===== src/hw/itcm_cfg_pkg.sv =====
// ITCM configuration package
// Sizes of the memory array and of the fetch and load/store ports,
// and the width types built from them

package itcm_cfg_pkg;

  ////////////////////////////////////////////////////////////////////
  // Memory geometry
  localparam int ITCM_ADDR_W = 16;                  // Byte address
  localparam int ITCM_DATA_W = 64;                  // RAM word
  localparam int ITCM_WMSK_W = ITCM_DATA_W / 8;
  localparam int ITCM_AW_LSB = 3;                   // 8 bytes per RAM word
  localparam int ITCM_RAM_AW = ITCM_ADDR_W - ITCM_AW_LSB;

  // Load/store port is half the RAM width
  localparam int LSU_DATA_W = 32;
  localparam int LSU_WMSK_W = LSU_DATA_W / 8;

  ////////////////////////////////////////////////////////////////////
  // Width types
  typedef logic [ITCM_ADDR_W-1:0] itcm_addr_t;
  typedef logic [ITCM_DATA_W-1:0] itcm_word_t;
  typedef logic [ITCM_WMSK_W-1:0] itcm_wmsk_t;
  typedef logic [ITCM_RAM_AW-1:0] ram_addr_t;

  typedef logic [LSU_DATA_W-1:0] lsu_word_t;
  typedef logic [LSU_WMSK_W-1:0] lsu_wmsk_t;

endpackage


===== src/hw/itcm_bus_pkg.sv =====
// ITCM bus package
// Requester and operation encodings, the command structs of the fetch
// and load/store ports, and the request bundle toward the SRAM

package itcm_bus_pkg;

  import itcm_cfg_pkg::*;

  // Tag carried with each command so the response finds its way back
  typedef enum logic {
    SRC_IFU = 1'b0,
    SRC_LSU = 1'b1
  } itcm_src_e;

  typedef enum logic {
    OP_WRITE = 1'b0,
    OP_READ  = 1'b1
  } itcm_op_e;

  ////////////////////////////////////////////////////////////////////
  // Command payloads
  typedef struct packed {
    itcm_addr_t addr;
    itcm_op_e   op;
    itcm_word_t wdata;
    itcm_wmsk_t wmask;   // One bit per byte lane
  } itcm_cmd_t;

  typedef struct packed {
    itcm_addr_t addr;
    itcm_op_e   op;
    lsu_word_t  wdata;
    lsu_wmsk_t  wmask;
  } lsu_cmd_t;

  // Single-port SRAM request, read data returns one cycle later
  typedef struct packed {
    logic       cs;
    logic       we;
    ram_addr_t  addr;
    itcm_wmsk_t wem;
    itcm_word_t din;
  } ram_req_t;

endpackage


===== src/hw/itcm_ctrl.sv =====
// Instruction TCM controller, top level
// Shares one 64-bit single-port SRAM between the fetch port and a
// 32-bit load/store port, load/store having priority

module itcm_ctrl (
  input  logic                     i_clk,
  input  logic                     i_rst_n,
  // Fetch port
  input  logic                     i_ifu_cmd_valid,
  output logic                     o_ifu_cmd_ready,
  input  itcm_bus_pkg::itcm_cmd_t  i_ifu_cmd,
  output logic                     o_ifu_rsp_valid,
  input  logic                     i_ifu_rsp_ready,
  output itcm_cfg_pkg::itcm_word_t o_ifu_rsp_rdata,
  output logic                     o_ifu_holdup,
  // Load/store port
  input  logic                     i_lsu_cmd_valid,
  output logic                     o_lsu_cmd_ready,
  input  itcm_bus_pkg::lsu_cmd_t   i_lsu_cmd,
  output logic                     o_lsu_rsp_valid,
  input  logic                     i_lsu_rsp_ready,
  output itcm_cfg_pkg::lsu_word_t  o_lsu_rsp_rdata,
  // SRAM
  output itcm_bus_pkg::ram_req_t   o_ram_req,
  input  itcm_cfg_pkg::itcm_word_t i_ram_dout,
  output logic                     o_itcm_active
);

  import itcm_cfg_pkg::*;
  import itcm_bus_pkg::*;

  // Widened load/store channel
  logic       lsu_cmd_valid;
  logic       lsu_cmd_ready;
  itcm_cmd_t  lsu_cmd;
  logic       lsu_rsp_valid;
  logic       lsu_rsp_ready;
  itcm_word_t lsu_rsp_rdata;

  // Arbiter to SRAM controller
  logic       sram_cmd_valid;
  logic       sram_cmd_ready;
  itcm_cmd_t  sram_cmd;
  itcm_src_e  sram_cmd_src;
  logic       sram_rsp_valid;
  logic       sram_rsp_ready;
  itcm_word_t sram_rsp_rdata;
  itcm_src_e  sram_rsp_src;
  logic       sram_busy;

  itcm_lsu_widen u_lsu_widen (
    .i_clk       (i_clk),
    .i_rst_n     (i_rst_n),
    .i_cmd_valid (i_lsu_cmd_valid),
    .o_cmd_ready (o_lsu_cmd_ready),
    .i_cmd       (i_lsu_cmd),
    .o_rsp_valid (o_lsu_rsp_valid),
    .i_rsp_ready (i_lsu_rsp_ready),
    .o_rsp_rdata (o_lsu_rsp_rdata),
    .o_cmd_valid (lsu_cmd_valid),
    .i_cmd_ready (lsu_cmd_ready),
    .o_cmd       (lsu_cmd),
    .i_rsp_valid (lsu_rsp_valid),
    .o_rsp_ready (lsu_rsp_ready),
    .i_rsp_rdata (lsu_rsp_rdata)
  );

  itcm_port_arbiter u_port_arbiter (
    .i_clk           (i_clk),
    .i_rst_n         (i_rst_n),
    .i_ifu_cmd_valid (i_ifu_cmd_valid),
    .o_ifu_cmd_ready (o_ifu_cmd_ready),
    .i_ifu_cmd       (i_ifu_cmd),
    .o_ifu_rsp_valid (o_ifu_rsp_valid),
    .i_ifu_rsp_ready (i_ifu_rsp_ready),
    .o_ifu_rsp_rdata (o_ifu_rsp_rdata),
    .o_ifu_holdup    (o_ifu_holdup),
    .i_lsu_cmd_valid (lsu_cmd_valid),
    .o_lsu_cmd_ready (lsu_cmd_ready),
    .i_lsu_cmd       (lsu_cmd),
    .o_lsu_rsp_valid (lsu_rsp_valid),
    .i_lsu_rsp_ready (lsu_rsp_ready),
    .o_lsu_rsp_rdata (lsu_rsp_rdata),
    .o_cmd_valid     (sram_cmd_valid),
    .i_cmd_ready     (sram_cmd_ready),
    .o_cmd           (sram_cmd),
    .o_cmd_src       (sram_cmd_src),
    .i_rsp_valid     (sram_rsp_valid),
    .o_rsp_ready     (sram_rsp_ready),
    .i_rsp_rdata     (sram_rsp_rdata),
    .i_rsp_src       (sram_rsp_src),
    .i_busy          (sram_busy),
    .o_itcm_active   (o_itcm_active)
  );

  itcm_sram_ctrl u_sram_ctrl (
    .i_clk       (i_clk),
    .i_rst_n     (i_rst_n),
    .i_cmd_valid (sram_cmd_valid),
    .o_cmd_ready (sram_cmd_ready),
    .i_cmd       (sram_cmd),
    .i_cmd_src   (sram_cmd_src),
    .o_rsp_valid (sram_rsp_valid),
    .i_rsp_ready (sram_rsp_ready),
    .o_rsp_rdata (sram_rsp_rdata),
    .o_rsp_src   (sram_rsp_src),
    .o_ram_req   (o_ram_req),
    .i_ram_dout  (i_ram_dout),
    .o_busy      (sram_busy)
  );

endmodule


===== src/hw/itcm_lsu_widen.sv =====
// Load/store port width converter
// Places 32-bit load/store commands on the 64-bit ITCM bus with a
// lane-shifted byte mask, and returns the matching half of the read data

module itcm_lsu_widen (
  input  logic                    i_clk,
  input  logic                    i_rst_n,
  // Narrow load/store side
  input  logic                    i_cmd_valid,
  output logic                    o_cmd_ready,
  input  itcm_bus_pkg::lsu_cmd_t  i_cmd,
  output logic                    o_rsp_valid,
  input  logic                    i_rsp_ready,
  output itcm_cfg_pkg::lsu_word_t o_rsp_rdata,
  // Wide side toward the arbiter
  output logic                    o_cmd_valid,
  input  logic                    i_cmd_ready,
  output itcm_bus_pkg::itcm_cmd_t o_cmd,
  input  logic                    i_rsp_valid,
  output logic                    o_rsp_ready,
  input  itcm_cfg_pkg::itcm_word_t i_rsp_rdata
);

  import itcm_cfg_pkg::*;

  logic cmd_lane;   // 1 selects upper 32 bits
  logic lane_q;

  assign cmd_lane = i_cmd.addr[ITCM_AW_LSB-1];

  // Handshakes pass straight through
  assign o_cmd_valid = i_cmd_valid;
  assign o_cmd_ready = i_cmd_ready;
  assign o_rsp_valid = i_rsp_valid;
  assign o_rsp_ready = i_rsp_ready;

  always_comb begin
    o_cmd.addr  = i_cmd.addr;
    o_cmd.op    = i_cmd.op;
    o_cmd.wdata = {i_cmd.wdata, i_cmd.wdata};   // Same data in both halves
    if (cmd_lane) begin
      o_cmd.wmask = {i_cmd.wmask, {LSU_WMSK_W{1'b0}}};
    end else begin
      o_cmd.wmask = {{LSU_WMSK_W{1'b0}}, i_cmd.wmask};
    end
  end

  // Lane of the command in flight, used on the way back
  always_ff @(posedge i_clk) begin
    if (!i_rst_n) begin
      lane_q <= 1'b0;
    end else if (i_cmd_valid && i_cmd_ready) begin
      lane_q <= cmd_lane;
    end
  end

  assign o_rsp_rdata = lane_q ? i_rsp_rdata[ITCM_DATA_W-1:LSU_DATA_W]
                              : i_rsp_rdata[LSU_DATA_W-1:0];

endmodule


===== src/hw/itcm_port_arbiter.sv =====
// ITCM port arbiter
// Fixed priority between the load/store and fetch ports, load/store
// first. Routes responses by the returned tag and keeps the fetch
// hold-up flag and the activity output

module itcm_port_arbiter (
  input  logic                     i_clk,
  input  logic                     i_rst_n,
  // Fetch port
  input  logic                     i_ifu_cmd_valid,
  output logic                     o_ifu_cmd_ready,
  input  itcm_bus_pkg::itcm_cmd_t  i_ifu_cmd,
  output logic                     o_ifu_rsp_valid,
  input  logic                     i_ifu_rsp_ready,
  output itcm_cfg_pkg::itcm_word_t o_ifu_rsp_rdata,
  output logic                     o_ifu_holdup,
  // Load/store port, already widened
  input  logic                     i_lsu_cmd_valid,
  output logic                     o_lsu_cmd_ready,
  input  itcm_bus_pkg::itcm_cmd_t  i_lsu_cmd,
  output logic                     o_lsu_rsp_valid,
  input  logic                     i_lsu_rsp_ready,
  output itcm_cfg_pkg::itcm_word_t o_lsu_rsp_rdata,
  // SRAM controller side
  output logic                     o_cmd_valid,
  input  logic                     i_cmd_ready,
  output itcm_bus_pkg::itcm_cmd_t  o_cmd,
  output itcm_bus_pkg::itcm_src_e  o_cmd_src,
  input  logic                     i_rsp_valid,
  output logic                     o_rsp_ready,
  input  itcm_cfg_pkg::itcm_word_t i_rsp_rdata,
  input  itcm_bus_pkg::itcm_src_e  i_rsp_src,
  input  logic                     i_busy,
  output logic                     o_itcm_active
);

  import itcm_bus_pkg::*;

  logic rsp_is_ifu;
  logic ifu_acc;
  logic lsu_acc;
  logic holdup_q;

  //////////////////////////////////////////////////////////////////////
  // Command selection

  // Fetch only gets the RAM when load/store is idle
  assign o_ifu_cmd_ready = i_cmd_ready & ~i_lsu_cmd_valid;
  assign o_lsu_cmd_ready = i_cmd_ready;

  assign o_cmd_valid = i_lsu_cmd_valid | i_ifu_cmd_valid;
  assign o_cmd       = i_lsu_cmd_valid ? i_lsu_cmd : i_ifu_cmd;
  assign o_cmd_src   = i_lsu_cmd_valid ? SRC_LSU : SRC_IFU;

  //////////////////////////////////////////////////////////////////////
  // Response routing

  assign rsp_is_ifu = (i_rsp_src == SRC_IFU);

  assign o_ifu_rsp_valid = i_rsp_valid & rsp_is_ifu;
  assign o_lsu_rsp_valid = i_rsp_valid & ~rsp_is_ifu;
  assign o_rsp_ready     = rsp_is_ifu ? i_ifu_rsp_ready : i_lsu_rsp_ready;
  assign o_ifu_rsp_rdata = i_rsp_rdata;   // Shared data, valid qualifies it
  assign o_lsu_rsp_rdata = i_rsp_rdata;

  //////////////////////////////////////////////////////////////////////
  // Hold-up flag

  // RAM output still has the last fetched word until load/store touches it
  assign ifu_acc = i_ifu_cmd_valid & o_ifu_cmd_ready;
  assign lsu_acc = i_lsu_cmd_valid & o_lsu_cmd_ready;

  always_ff @(posedge i_clk) begin
    if (!i_rst_n) begin
      holdup_q <= 1'b0;
    end else if (lsu_acc) begin
      holdup_q <= 1'b0;
    end else if (ifu_acc) begin
      holdup_q <= 1'b1;
    end
  end

  assign o_ifu_holdup = holdup_q;

  assign o_itcm_active = i_ifu_cmd_valid | i_lsu_cmd_valid | i_busy;

endmodule


===== src/hw/itcm_sram_ctrl.sv =====
// ITCM SRAM controller
// Issues one request at a time to the single-port SRAM and holds the
// read data in a response register until the requester takes it

module itcm_sram_ctrl (
  input  logic                     i_clk,
  input  logic                     i_rst_n,
  // Command in
  input  logic                     i_cmd_valid,
  output logic                     o_cmd_ready,
  input  itcm_bus_pkg::itcm_cmd_t  i_cmd,
  input  itcm_bus_pkg::itcm_src_e  i_cmd_src,
  // Response out
  output logic                     o_rsp_valid,
  input  logic                     i_rsp_ready,
  output itcm_cfg_pkg::itcm_word_t o_rsp_rdata,
  output itcm_bus_pkg::itcm_src_e  o_rsp_src,
  // SRAM
  output itcm_bus_pkg::ram_req_t   o_ram_req,
  input  itcm_cfg_pkg::itcm_word_t i_ram_dout,
  output logic                     o_busy
);

  import itcm_cfg_pkg::*;
  import itcm_bus_pkg::*;

  logic      cmd_fire;
  logic      rsp_fire;
  logic      pending_q;   // Response waiting
  logic      first_q;     // RAM output valid this cycle
  itcm_src_e src_q;
  itcm_word_t rdata_q;

  // New command only if no response is stuck
  assign o_cmd_ready = ~pending_q | i_rsp_ready;
  assign cmd_fire    = i_cmd_valid & o_cmd_ready;
  assign rsp_fire    = pending_q & i_rsp_ready;

  //////////////////////////////////////////////////////////////////////
  // SRAM request
  always_comb begin
    o_ram_req.cs   = cmd_fire;
    o_ram_req.we   = (i_cmd.op == OP_WRITE);
    o_ram_req.addr = i_cmd.addr[ITCM_ADDR_W-1:ITCM_AW_LSB];
    o_ram_req.wem  = i_cmd.wmask;
    o_ram_req.din  = i_cmd.wdata;
  end

  //////////////////////////////////////////////////////////////////////
  // Response state
  always_ff @(posedge i_clk) begin
    if (!i_rst_n) begin
      pending_q <= 1'b0;
      first_q   <= 1'b0;
    end else begin
      first_q <= cmd_fire;
      if (cmd_fire) begin
        pending_q <= 1'b1;
      end else if (rsp_fire) begin
        pending_q <= 1'b0;
      end
    end
  end

  always_ff @(posedge i_clk) begin
    if (cmd_fire) begin
      src_q <= i_cmd_src;
    end
    if (first_q) begin
      rdata_q <= i_ram_dout;   // Keep the word once the RAM moves on
    end
  end

  assign o_rsp_valid = pending_q;
  assign o_rsp_rdata = first_q ? i_ram_dout : rdata_q;
  assign o_rsp_src   = src_q;
  assign o_busy      = pending_q;

endmodule


===== config.mk =====
export PLATFORM = sky130hd
export DESIGN_NAME = itcm_ctrl
export DESIGN_NICKNAME = d
export VERILOG_FILES = /design/src/hw/itcm_cfg_pkg.sv /design/src/hw/itcm_bus_pkg.sv /design/src/hw/itcm_ctrl.sv /design/src/hw/itcm_lsu_widen.sv /design/src/hw/itcm_port_arbiter.sv /design/src/hw/itcm_sram_ctrl.sv
export SDC_FILE = /design/constraint.sdc
export NUM_CORES = 1
export LEC_CHECK = 0
export BUFFER_PORTS_ARGS = -buffer_cell sky130_fd_sc_hd__buf_2
export CAP_MARGIN = 40
export CORE_AREA = 5 5 153 155
export DETAILED_ROUTE_END_ITERATION = 10
export DIE_AREA = 0 0 158 160
export GPL_TIMING_DRIVEN = 0
export PLACE_DENSITY_LB_ADDON = 0.3
export SYNTH_ARGS = -nofsm -noshare
export SYNTH_HDL_FRONTEND = slang
export SYNTH_SLANG_ARGS = --single-unit

===== constraint.sdc =====
create_clock -name i_clk -period 1.9 [get_ports i_clk]
set_clock_uncertainty 0.1 [all_clocks]
set_input_delay 0.285 -clock i_clk [delete_from_list [all_inputs] [get_ports i_clk]]
set_output_delay 0.285 -clock i_clk [all_outputs]
set_load 0.1 [all_outputs]

* Word-level counts from Yosys, hierarchy flattened
Index checks and enable logic that the tools add are counted.
Word-level totals: register bits 69, output and inout bits 189, word-level logic and storage cells 32
Cells by class: mux-type cells 8, bitwise logic cells 15, reductions and logical operators 3
Operators with widths (number):
- 89-bit 2-to-1 mux | 1
- 64-bit 2-to-1 mux | 1
- 32-bit 2-to-1 mux | 1
- 8-bit 2-to-1 mux | 1
- 1-bit bitwise AND | 7
- 1-bit NOT | 5
- 1-bit 2-to-1 mux | 4
- 1-bit bitwise OR | 3
- 2-bit nonzero test | 1
- 2-bit OR reduction | 1
- 1-bit logical AND | 1

* Logic depth before layout (Yosys ltp)
Gate-level depths: netlist of the first run.
word-level depth 4, mapped depth 5

* Cells and area by module
Synthesis of the first run repeated with hierarchy kept, for this count alone.
Second synthesis, totals: cell total of the unflattened synthesis 604, area, all modules 6790.3 um^2
By module, submodules not included:
- itcm_sram_ctrl | instances 1, cells each 231, area each 3115.5 um^2
- itcm_port_arbiter | instances 1, cells each 239, area each 2404.8 um^2
- itcm_lsu_widen | instances 1, cells each 134, area each 1270.0 um^2

* Least setup slack after synthesis of the first run
No wires, ideal clock.
kind input to output, from in i_lsu_cmd_valid, to out o_ram_req[15] (netlist name), arrival time 2879 ps, required time 1515 ps, path slack -1364 ps, stages 4, path buffers 3, cell sequence clkbuf_1 > buf_2 > buf_2 > o21ai_0
RTL lines:
- start, declared | line itcm_ctrl.sv:17 | input logic i_lsu_cmd_valid,
- end, declared | line itcm_ctrl.sv:24 | output itcm_bus_pkg::ram_req_t o_ram_req,

* Worst setup path after layout of the first run
from reg u_sram_ctrl.first_q, to out o_lsu_rsp_rdata[10]
On the way: longest elaborated chain between the ends 2
Ends and longest elaborated chain:
- start, declared | line itcm_sram_ctrl.sv:30 | logic first_q;
- start signal, assigned | line itcm_sram_ctrl.sv:56 | first_q <= cmd_fire;
- 64-bit 2-to-1 mux | line itcm_sram_ctrl.sv:75 | assign o_rsp_rdata = first_q ? i_ram_dout : rdata_q;
- 32-bit 2-to-1 mux | line itcm_lsu_widen.sv:57 | assign o_rsp_rdata = lane_q ? i_rsp_rdata[ITCM_DATA_W-1:LSU_DATA_W]
- end, declared | line itcm_ctrl.sv:22 | output itcm_cfg_pkg::lsu_word_t o_lsu_rsp_rdata,
Every way passes these cells.

==> run_results.csv, run 1 <==
group,metric,value,unit
sta,relSlewSlack,66.4,%
sta,worst_slack,-0.318,ns
die,io_pins,401,
grt,grt_usage,15.0,%
placement,dpl.cell_count,1076,
critical_path,criticalPathCategory,"reg2out",
cts,ctsHoldBuffers,0,
yosys,syn_area_per_cell,9.91,um^2
pwr,total_power,11.5,mW
outcome,failed_checks,"negative setup slack",
drt,drtIter0Drc,125,
cells_and_area,syn2layout_area_growth,129,%
drt,route.met2.wl,11.0,mm
critical_path,cpMostUsedCell,"buf_12",
grt,grt_pass1_wl,29.0,mm
cts,cts_tree,"built",
placement,place.gp.congestion,0.861,
sta,hold_viol_final,0,
drt,drc,0,
grt,antenna_found_initial,1,
sta,finalCritPeriodShare,117,%
cts,path_clk_slew,0.06,ns
cts,cts_buffers,9,
critical_path,arrival,1.83,ns
die,initial_core_util,18.3,%
sta,fmax,451,MHz
cts,clk_latency,0.33,ns
critical_path,cpMaxStageDelayCell,"mux2_4",
grt,grt_max_degree,14,
drt,dr_total_vias,4491,
drt,firstDrtPassIters,5,
placement,dpl_worst_slack,-0.566,ns
yosys,synthCells,401,
cells_and_area,drive_above_1_share,73.9,%
grt,overflow,0,
pwr,p_per_area,1260,nW/um^2
drt,wl_met1,7.29,mm
outcome,status,"finished, violations left",
drt,dr_wl_met3,2.12,mm
critical_path,end_kind,"output pin",
cells_and_area,fin_util,42.0,%
sta,worst_pin_slew,0.507,ns
yosys,syn_nets,613,
cts,cts.sinks,69,
placement,post-dp-hpwl,16.9,mm
critical_path,crit_required,1.51,ns
grt,grt_pass1_vias,4583,
sta,final.setup.tns,-10.10,ns
drt,highest_layer,"met5",
sta,finalCriticalPeriod,2.22,ns
sta,rsz0062_at_grt,"yes",
die,dieArea,25300,um^2
critical_path,critical_path.max_stage_delay,0.35,ns
drt,vias_per_cell,4.09,
yosys,yosysWarnings,0,
cells_and_area,fin_nets,1024,
pwr,p_leak,4.57,nW
job,max_cap_viol_count,0,
yosys,ys_seq_area_share,35.0,%
yosys,synth.distinct_cells,30,
drt,drt_wl_total,20.8,mm
pwr,ir_drop,0.000449,V
die,die_h,160,um
critical_path,path_max_fanout,10,
drt,wl_per_cell,19.0,um
sta,finalSetupViolations,89,
drt,postRouteAntennaNets,0,
critical_path,cp-start-kind,"flip-flop",
critical_path,crit_path_cell_trace,"buf_12, buf_12, mux2_4, mux2_4, buf_12",
cts,root_buffer,"clkbuf_16",
yosys,syn-cell-area,3980,um^2
sta,slew_viol_final,0,
cts,clockBufferDepth,2,
placement,io_buffers,395,
yosys,ys_seq_elements,69,
cells_and_area,final_cells,1097,
cts,htree_levels,3,
die,die_w,158,um
die,core_area,21700,um^2
cells_and_area,fillCellCount,2020,
cells_and_area,insertedDiodeCount,0,
die,num_rows,54,
worst_hold_path,min_path_type,"in2reg",
==> power breakdown <==
part / internal (mW) / total [mW] / switching [mW]
sequential: 1.71 / 1.79 / 0.0833
clock: 1.15 / 1.80 / 0.649
combinational: 2.56 / 7.86 / 5.30
total: 5.43 / 11.5 / 6.03
==> cell families after synthesis <==
| logic type | synth area share (%) |
|---|---|
| simple gates | 5.26 |
| buf+inv | 12.2 |
| flops | 35.0 |
| compound gates | 10.5 |
| mux | 37.0 |
==> sequential cells by signal, summed over array words and instances (netlist names) <==
| name | cells |
|---|---|
| u_sram_ctrl.rdata_q | 64 |
| u_sram_ctrl.o_busy | 1 |
| u_lsu_widen.lane_q | 1 |
| u_sram_ctrl.o_rsp_src | 1 |
| u_port_arbiter.o_ifu_holdup | 1 |
| u_sram_ctrl.first_q | 1 |
==> area by class of cell <==
| type | count | area, um^2 | share of cell area (%) |
|---|---|---|---|
| buffer | 24 | 272 | 2.98 |
| timing repair buffer | 402 | 3680 | 40.4 |
| tap | 280 | 350 | 3.84 |
| multi-input combinational | 236 | 2830 | 31.0 |
| clock buffer | 9 | 225 | 2.47 |
| sequential | 69 | 1390 | 15.3 |
| clock inverter | 7 | 96.3 | 1.06 |
| inverter | 70 | 265 | 2.91 |
==> what timing repair did <==
| action | CTS | global route |
|---|---|---|
| resized for setup | 393 | 109 |
| buffers inserted | 3 | 3 |
| pin swaps | 2 | 1 |
| setup endpoints to repair | 185 | 160 |
| cloned | 0 | 1 |
==> through the flow <==
step / hold WS, ns / instance area, um^2
final: 0.0585 / 9110
after CTS: 0.0437 / 8650
after floorplan: 0.284 / 4700
after global routing: 0.0472 / 9110
after global placement: 0.361 / 7020
after detailed placement: 0.365 / 7020
==> synth_stat cells <==
library cell | number | share of area (%)
a21boi_0 | 1 | 0.19
a21boi_1 | 1 | 0.19
a22o_1 | 4 | 0.88
a31oi_1 | 1 | 0.16
and2_1 | 2 | 0.31
and4b_1 | 1 | 0.25
buf_12 | 6 | 3.0
buf_2 | 14 | 1.8
buf_4 | 1 | 0.19
buf_6 | 1 | 0.28
clkbuf_1 | 4 | 0.38
dfxtp_1 | 68 | 34
edfxtp_1 | 1 | 0.76
inv_1 | 68 | 6.4
inv_2 | 2 | 0.19
mux2_1 | 13 | 3.7
mux2_2 | 36 | 10
mux2_4 | 60 | 23
mux2i_1 | 2 | 0.50
nand2_1 | 32 | 3.0
nand3_1 | 5 | 0.63
nand4_1 | 1 | 0.16
nor2_1 | 4 | 0.38
nor2b_1 | 1 | 0.16
nor3b_1 | 1 | 0.19
o211ai_1 | 1 | 0.19
o21ai_0 | 28 | 3.5
o21ai_1 | 40 | 5.0
o221a_1 | 1 | 0.28
or3_1 | 1 | 0.16
==> worst paths after layout <==
kind	from	end	slack, ns	depth (start not counted)
worst max register to register	u_sram_ctrl.o_rsp_src$_DFFE_PP_	u_sram_ctrl.o_rsp_src$_DFFE_PP_	0.41	4
worst min register to register	u_sram_ctrl.rdata_q[0]$_DFF_P_	u_sram_ctrl.rdata_q[0]$_DFF_P_	0.39	1
worst min-delay path	i_lsu_cmd_valid	u_sram_ctrl.o_rsp_src$_DFFE_PP_	0.06	1
worst max-delay path	u_sram_ctrl.first_q$_SDFF_PN0_	o_lsu_rsp_rdata[10]	-0.32	5
==> per-layer routing <==
metal / track usage, % / vias to the layer above
met3: 5.63 / 23
met4: 4.42 / 2
met2: 28.0 / 260
met5: 0 / -
li1: - / 2153
met1: 15.3 / 2053
==> critical path, delay by kind of cell (launching register included) <==
family	cells	cell delay, ns
flops	1	0.34
buf+inv	3	0.51
mux	2	0.64
==> layout by cell type (no fill, tap or decap), types with 10 or more instances in the layout <==
cell / n
buf_12: 82
buf_2: 221
buf_4: 58
buf_6: 42
buf_8: 15
clkbuf_16: 10
dfxtp_1: 66
inv_1: 68
mux2_1: 13
mux2_4: 94
nand2_1: 31
o21ai_1: 17
o21ai_4: 49
(Power assumes the default switching activity.)
==> inputs of run 2 (changes only) <==
--- a/config.mk
+++ b/config.mk
@@ -12,6 +12,7 @@
 export DIE_AREA = 0 0 158 160
 export GPL_TIMING_DRIVEN = 0
 export PLACE_DENSITY_LB_ADDON = 0.3
+export SKIP_LAST_GASP = 1
 export SYNTH_ARGS = -nofsm -noshare
 export SYNTH_HDL_FRONTEND = slang
 export SYNTH_SLANG_ARGS = --single-unit
==> run 2 against run 1 <==
Effect of this change:
- the flow still finishes with violations (negative setup slack)
- via count fell by 2.3%
- largest power group unchanged
- final cell count did not move
- critical endpoint is now o_lsu_rsp_rdata[4]
- sequential power about the same
- clock-buffer cell count unchanged
==> run_results.csv, run 2 (same netlist as run 1, synthesis figures left out) <==
group,metric,value,unit
pwr,ir_drop,0.000521,V
grt,top_usage_layer,"met2",
grt,grtUsageMet1,14.7,%
cells_and_area,drive_above_1_share,73.9,%
cells_and_area,insertedDiodeCount,0,
grt,grt_usage,14.3,%
cts,ctsHoldBuffers,0,
cells_and_area,final_cells,1097,
sta,finalCriticalPeriod,2.20,ns
critical_path,crit_required,1.51,ns
cts,cts_buffers,9,
drt,vias_per_cell,4.00,
sta,worst_slack,-0.300,ns
pwr,intPower,4.81,mW
die,io_pins,401,
die,die_w,158,um
sta,finalCritPeriodShare,116,%
cts,root_buffer,"clkbuf_16",
grt,met2_usage,26.6,%
sta,hold_viol_final,0,
sta,relSlewSlack,66.4,%
sta,fmax,455,MHz
drt,postRouteAntennaNets,0,
critical_path,criticalPathCategory,"reg2out",
die,initial_core_util,18.3,%
pwr,total_power,10.7,mW
drt,drtIter0Drc,96,
cts,htree_levels,3,
placement,place.gp.congestion,0.861,
pwr,pwr-share-seq,16.7,%
outcome,status,"finished, violations left",
cells_and_area,fin_nets,1024,
cts,cts_tree,"built",
critical_path,critical_path.max_stage_delay,0.34,ns
pwr,switchingPower,5.88,mW
cells_and_area,stdcell_area,8440,um^2
die,num_rows,54,
cells_and_area,syn2layout_area_growth,112,%
job,max_cap_viol_count,0,
placement,place_area,7020,um^2
die,die_h,160,um
worst_hold_path,min_path_type,"in2reg",
cells_and_area,layout_common_cells,"221 x buf_2, 120 x buf_6, 93 x mux2_4",
grt,antenna_found_initial,1,
critical_path,rrSetupSlack,0.41,ns
sta,worst_pin_slew,0.507,ns
critical_path,crit_path_cell_trace,"buf_12, buf_12, mux2_4, mux2_4, buf_6",
pwr,clkPwrFrac,16.9,%
drt,dr_total_vias,4389,
critical_path,path_max_fanout,10,
grt,grt_pass1_wl,27.6,mm
pwr,p_per_area,1270,nW/um^2
pwr,p_comb_share,66.4,%
placement,dpl.cell_count,1076,
sta,rsz0062_at_grt,"yes",
critical_path,cp-start-kind,"flip-flop",
pwr,switching_share,55.0,%
grt,grt_max_degree,14,
critical_path,arrival,1.81,ns
cts,path_clk_slew,0.06,ns
grt,overflow,0,
drt,wl_per_cell,18.2,um
placement,io_buffers,395,
cts,clockBufferDepth,2,
cells_and_area,largest_register_ffs,64,
sta,slew_viol_final,0,
pwr,p_leak,4.32,nW
grt,grt_pass1_vias,4405,
die,dieArea,25300,um^2
cells_and_area,final_common_cell,"buf_2",
die,core_area,21700,um^2
grt,use_met3,5.47,%
critical_path,reg2regPathDepth,4,
placement,post-dp-hpwl,16.9,mm
critical_path,end_kind,"output pin",
cts,clk_latency,0.33,ns
critical_path,cpMaxStageDelayCell,"dfxtp_2",
sta,finalSetupViolations,91,
drt,drt_wl_total,20.0,mm
cells_and_area,top_register,"u_sram_ctrl.rdata_q",
cts,cts.sinks,69,
drt,firstDrtPassIters,4,
outcome,failed_checks,"negative setup slack",
drt,drc,0,
worst_hold_path,whs_path_depth,1,
## run 2: cell types whose count changed in the layout (fill, tap and decap cells not counted)
cell	delta
buf_12	-72
buf_4	+2
buf_6	+78
buf_8	-8
mux2_2	+1
mux2_4	-1
## run 2: path summary, 6_finish.rpt
path                                                 startpoint                               to
worst max-delay path             u_sram_ctrl.first_q$_SDFF_PN0_               o_lsu_rsp_rdata[4]
worst min-delay path                            i_lsu_cmd_valid  u_sram_ctrl.o_rsp_src$_DFFE_PP_
worst max register to register  u_sram_ctrl.o_rsp_src$_DFFE_PP_  u_sram_ctrl.o_rsp_src$_DFFE_PP_
worst min register to register  u_sram_ctrl.rdata_q[53]$_DFF_P_  u_sram_ctrl.rdata_q[53]$_DFF_P_
## run 2: what timing repair did
action	4_1_cts	5_1_grt
gates resized for setup	267	97
setup endpoints to repair	185	160
setup buffers	3	3
pin swaps	2	1
gates cloned	0	1
## run 2: final cells by class
type / count / area (um^2)
Fill cell: 2142 / 13200
Timing Repair Buffer: 402 / 3010
Multi-Input combinational cell: 236 / 2820
Sequential cell: 69 / 1390
Tap cell: 280 / 350
Buffer: 24 / 272
Inverter: 70 / 265
Clock buffer: 9 / 225
Clock inverter: 7 / 96.3
## run 2: stage by stage
stage	utilization, %	hold slack (ns)	TNS [ns]	setup slack, ns
2_1_floorplan	-	0.284	-8.55	-0.490
3_3_place_gp	32.4	0.361	-49.82	-0.593
3_5_place_dp	32.4	0.365	-48.05	-0.566
4_1_cts	37.6	0.0437	-15.15	-0.357
5_1_grt	38.9	0.0472	-14.96	-0.358
6_report	38.9	0.0600	-9.68	-0.300
## run 2: critical path: cells and delay by family, from the launching register on
family | cells | cell delay [ns]
buffers and inverters | 3 | 0.51
flip-flops | 1 | 0.34
multiplexers | 2 | 0.62
## run 2: metal layers
metal / up-vias / share of wire [%]
li1: 2156 / -
met1: 1969 / 35
met2: 250 / 53
met3: 12 / 10
met4: 2 / 1.1
met5: - / 0.065
## run 2: power groups by stage
stage / sequential, mW / clock, mW / combinational (mW)
3_3_place_gp: 1.80 / 0 / 6.32
3_5_place_dp: 1.81 / 0 / 6.33
5_1_grt: 1.81 / 1.93 / 7.28
6_report: 1.79 / 1.81 / 7.09
4_1_cts: 1.79 / 1.87 / 6.94
2_1_floorplan: 1.80 / 0 / 5.41
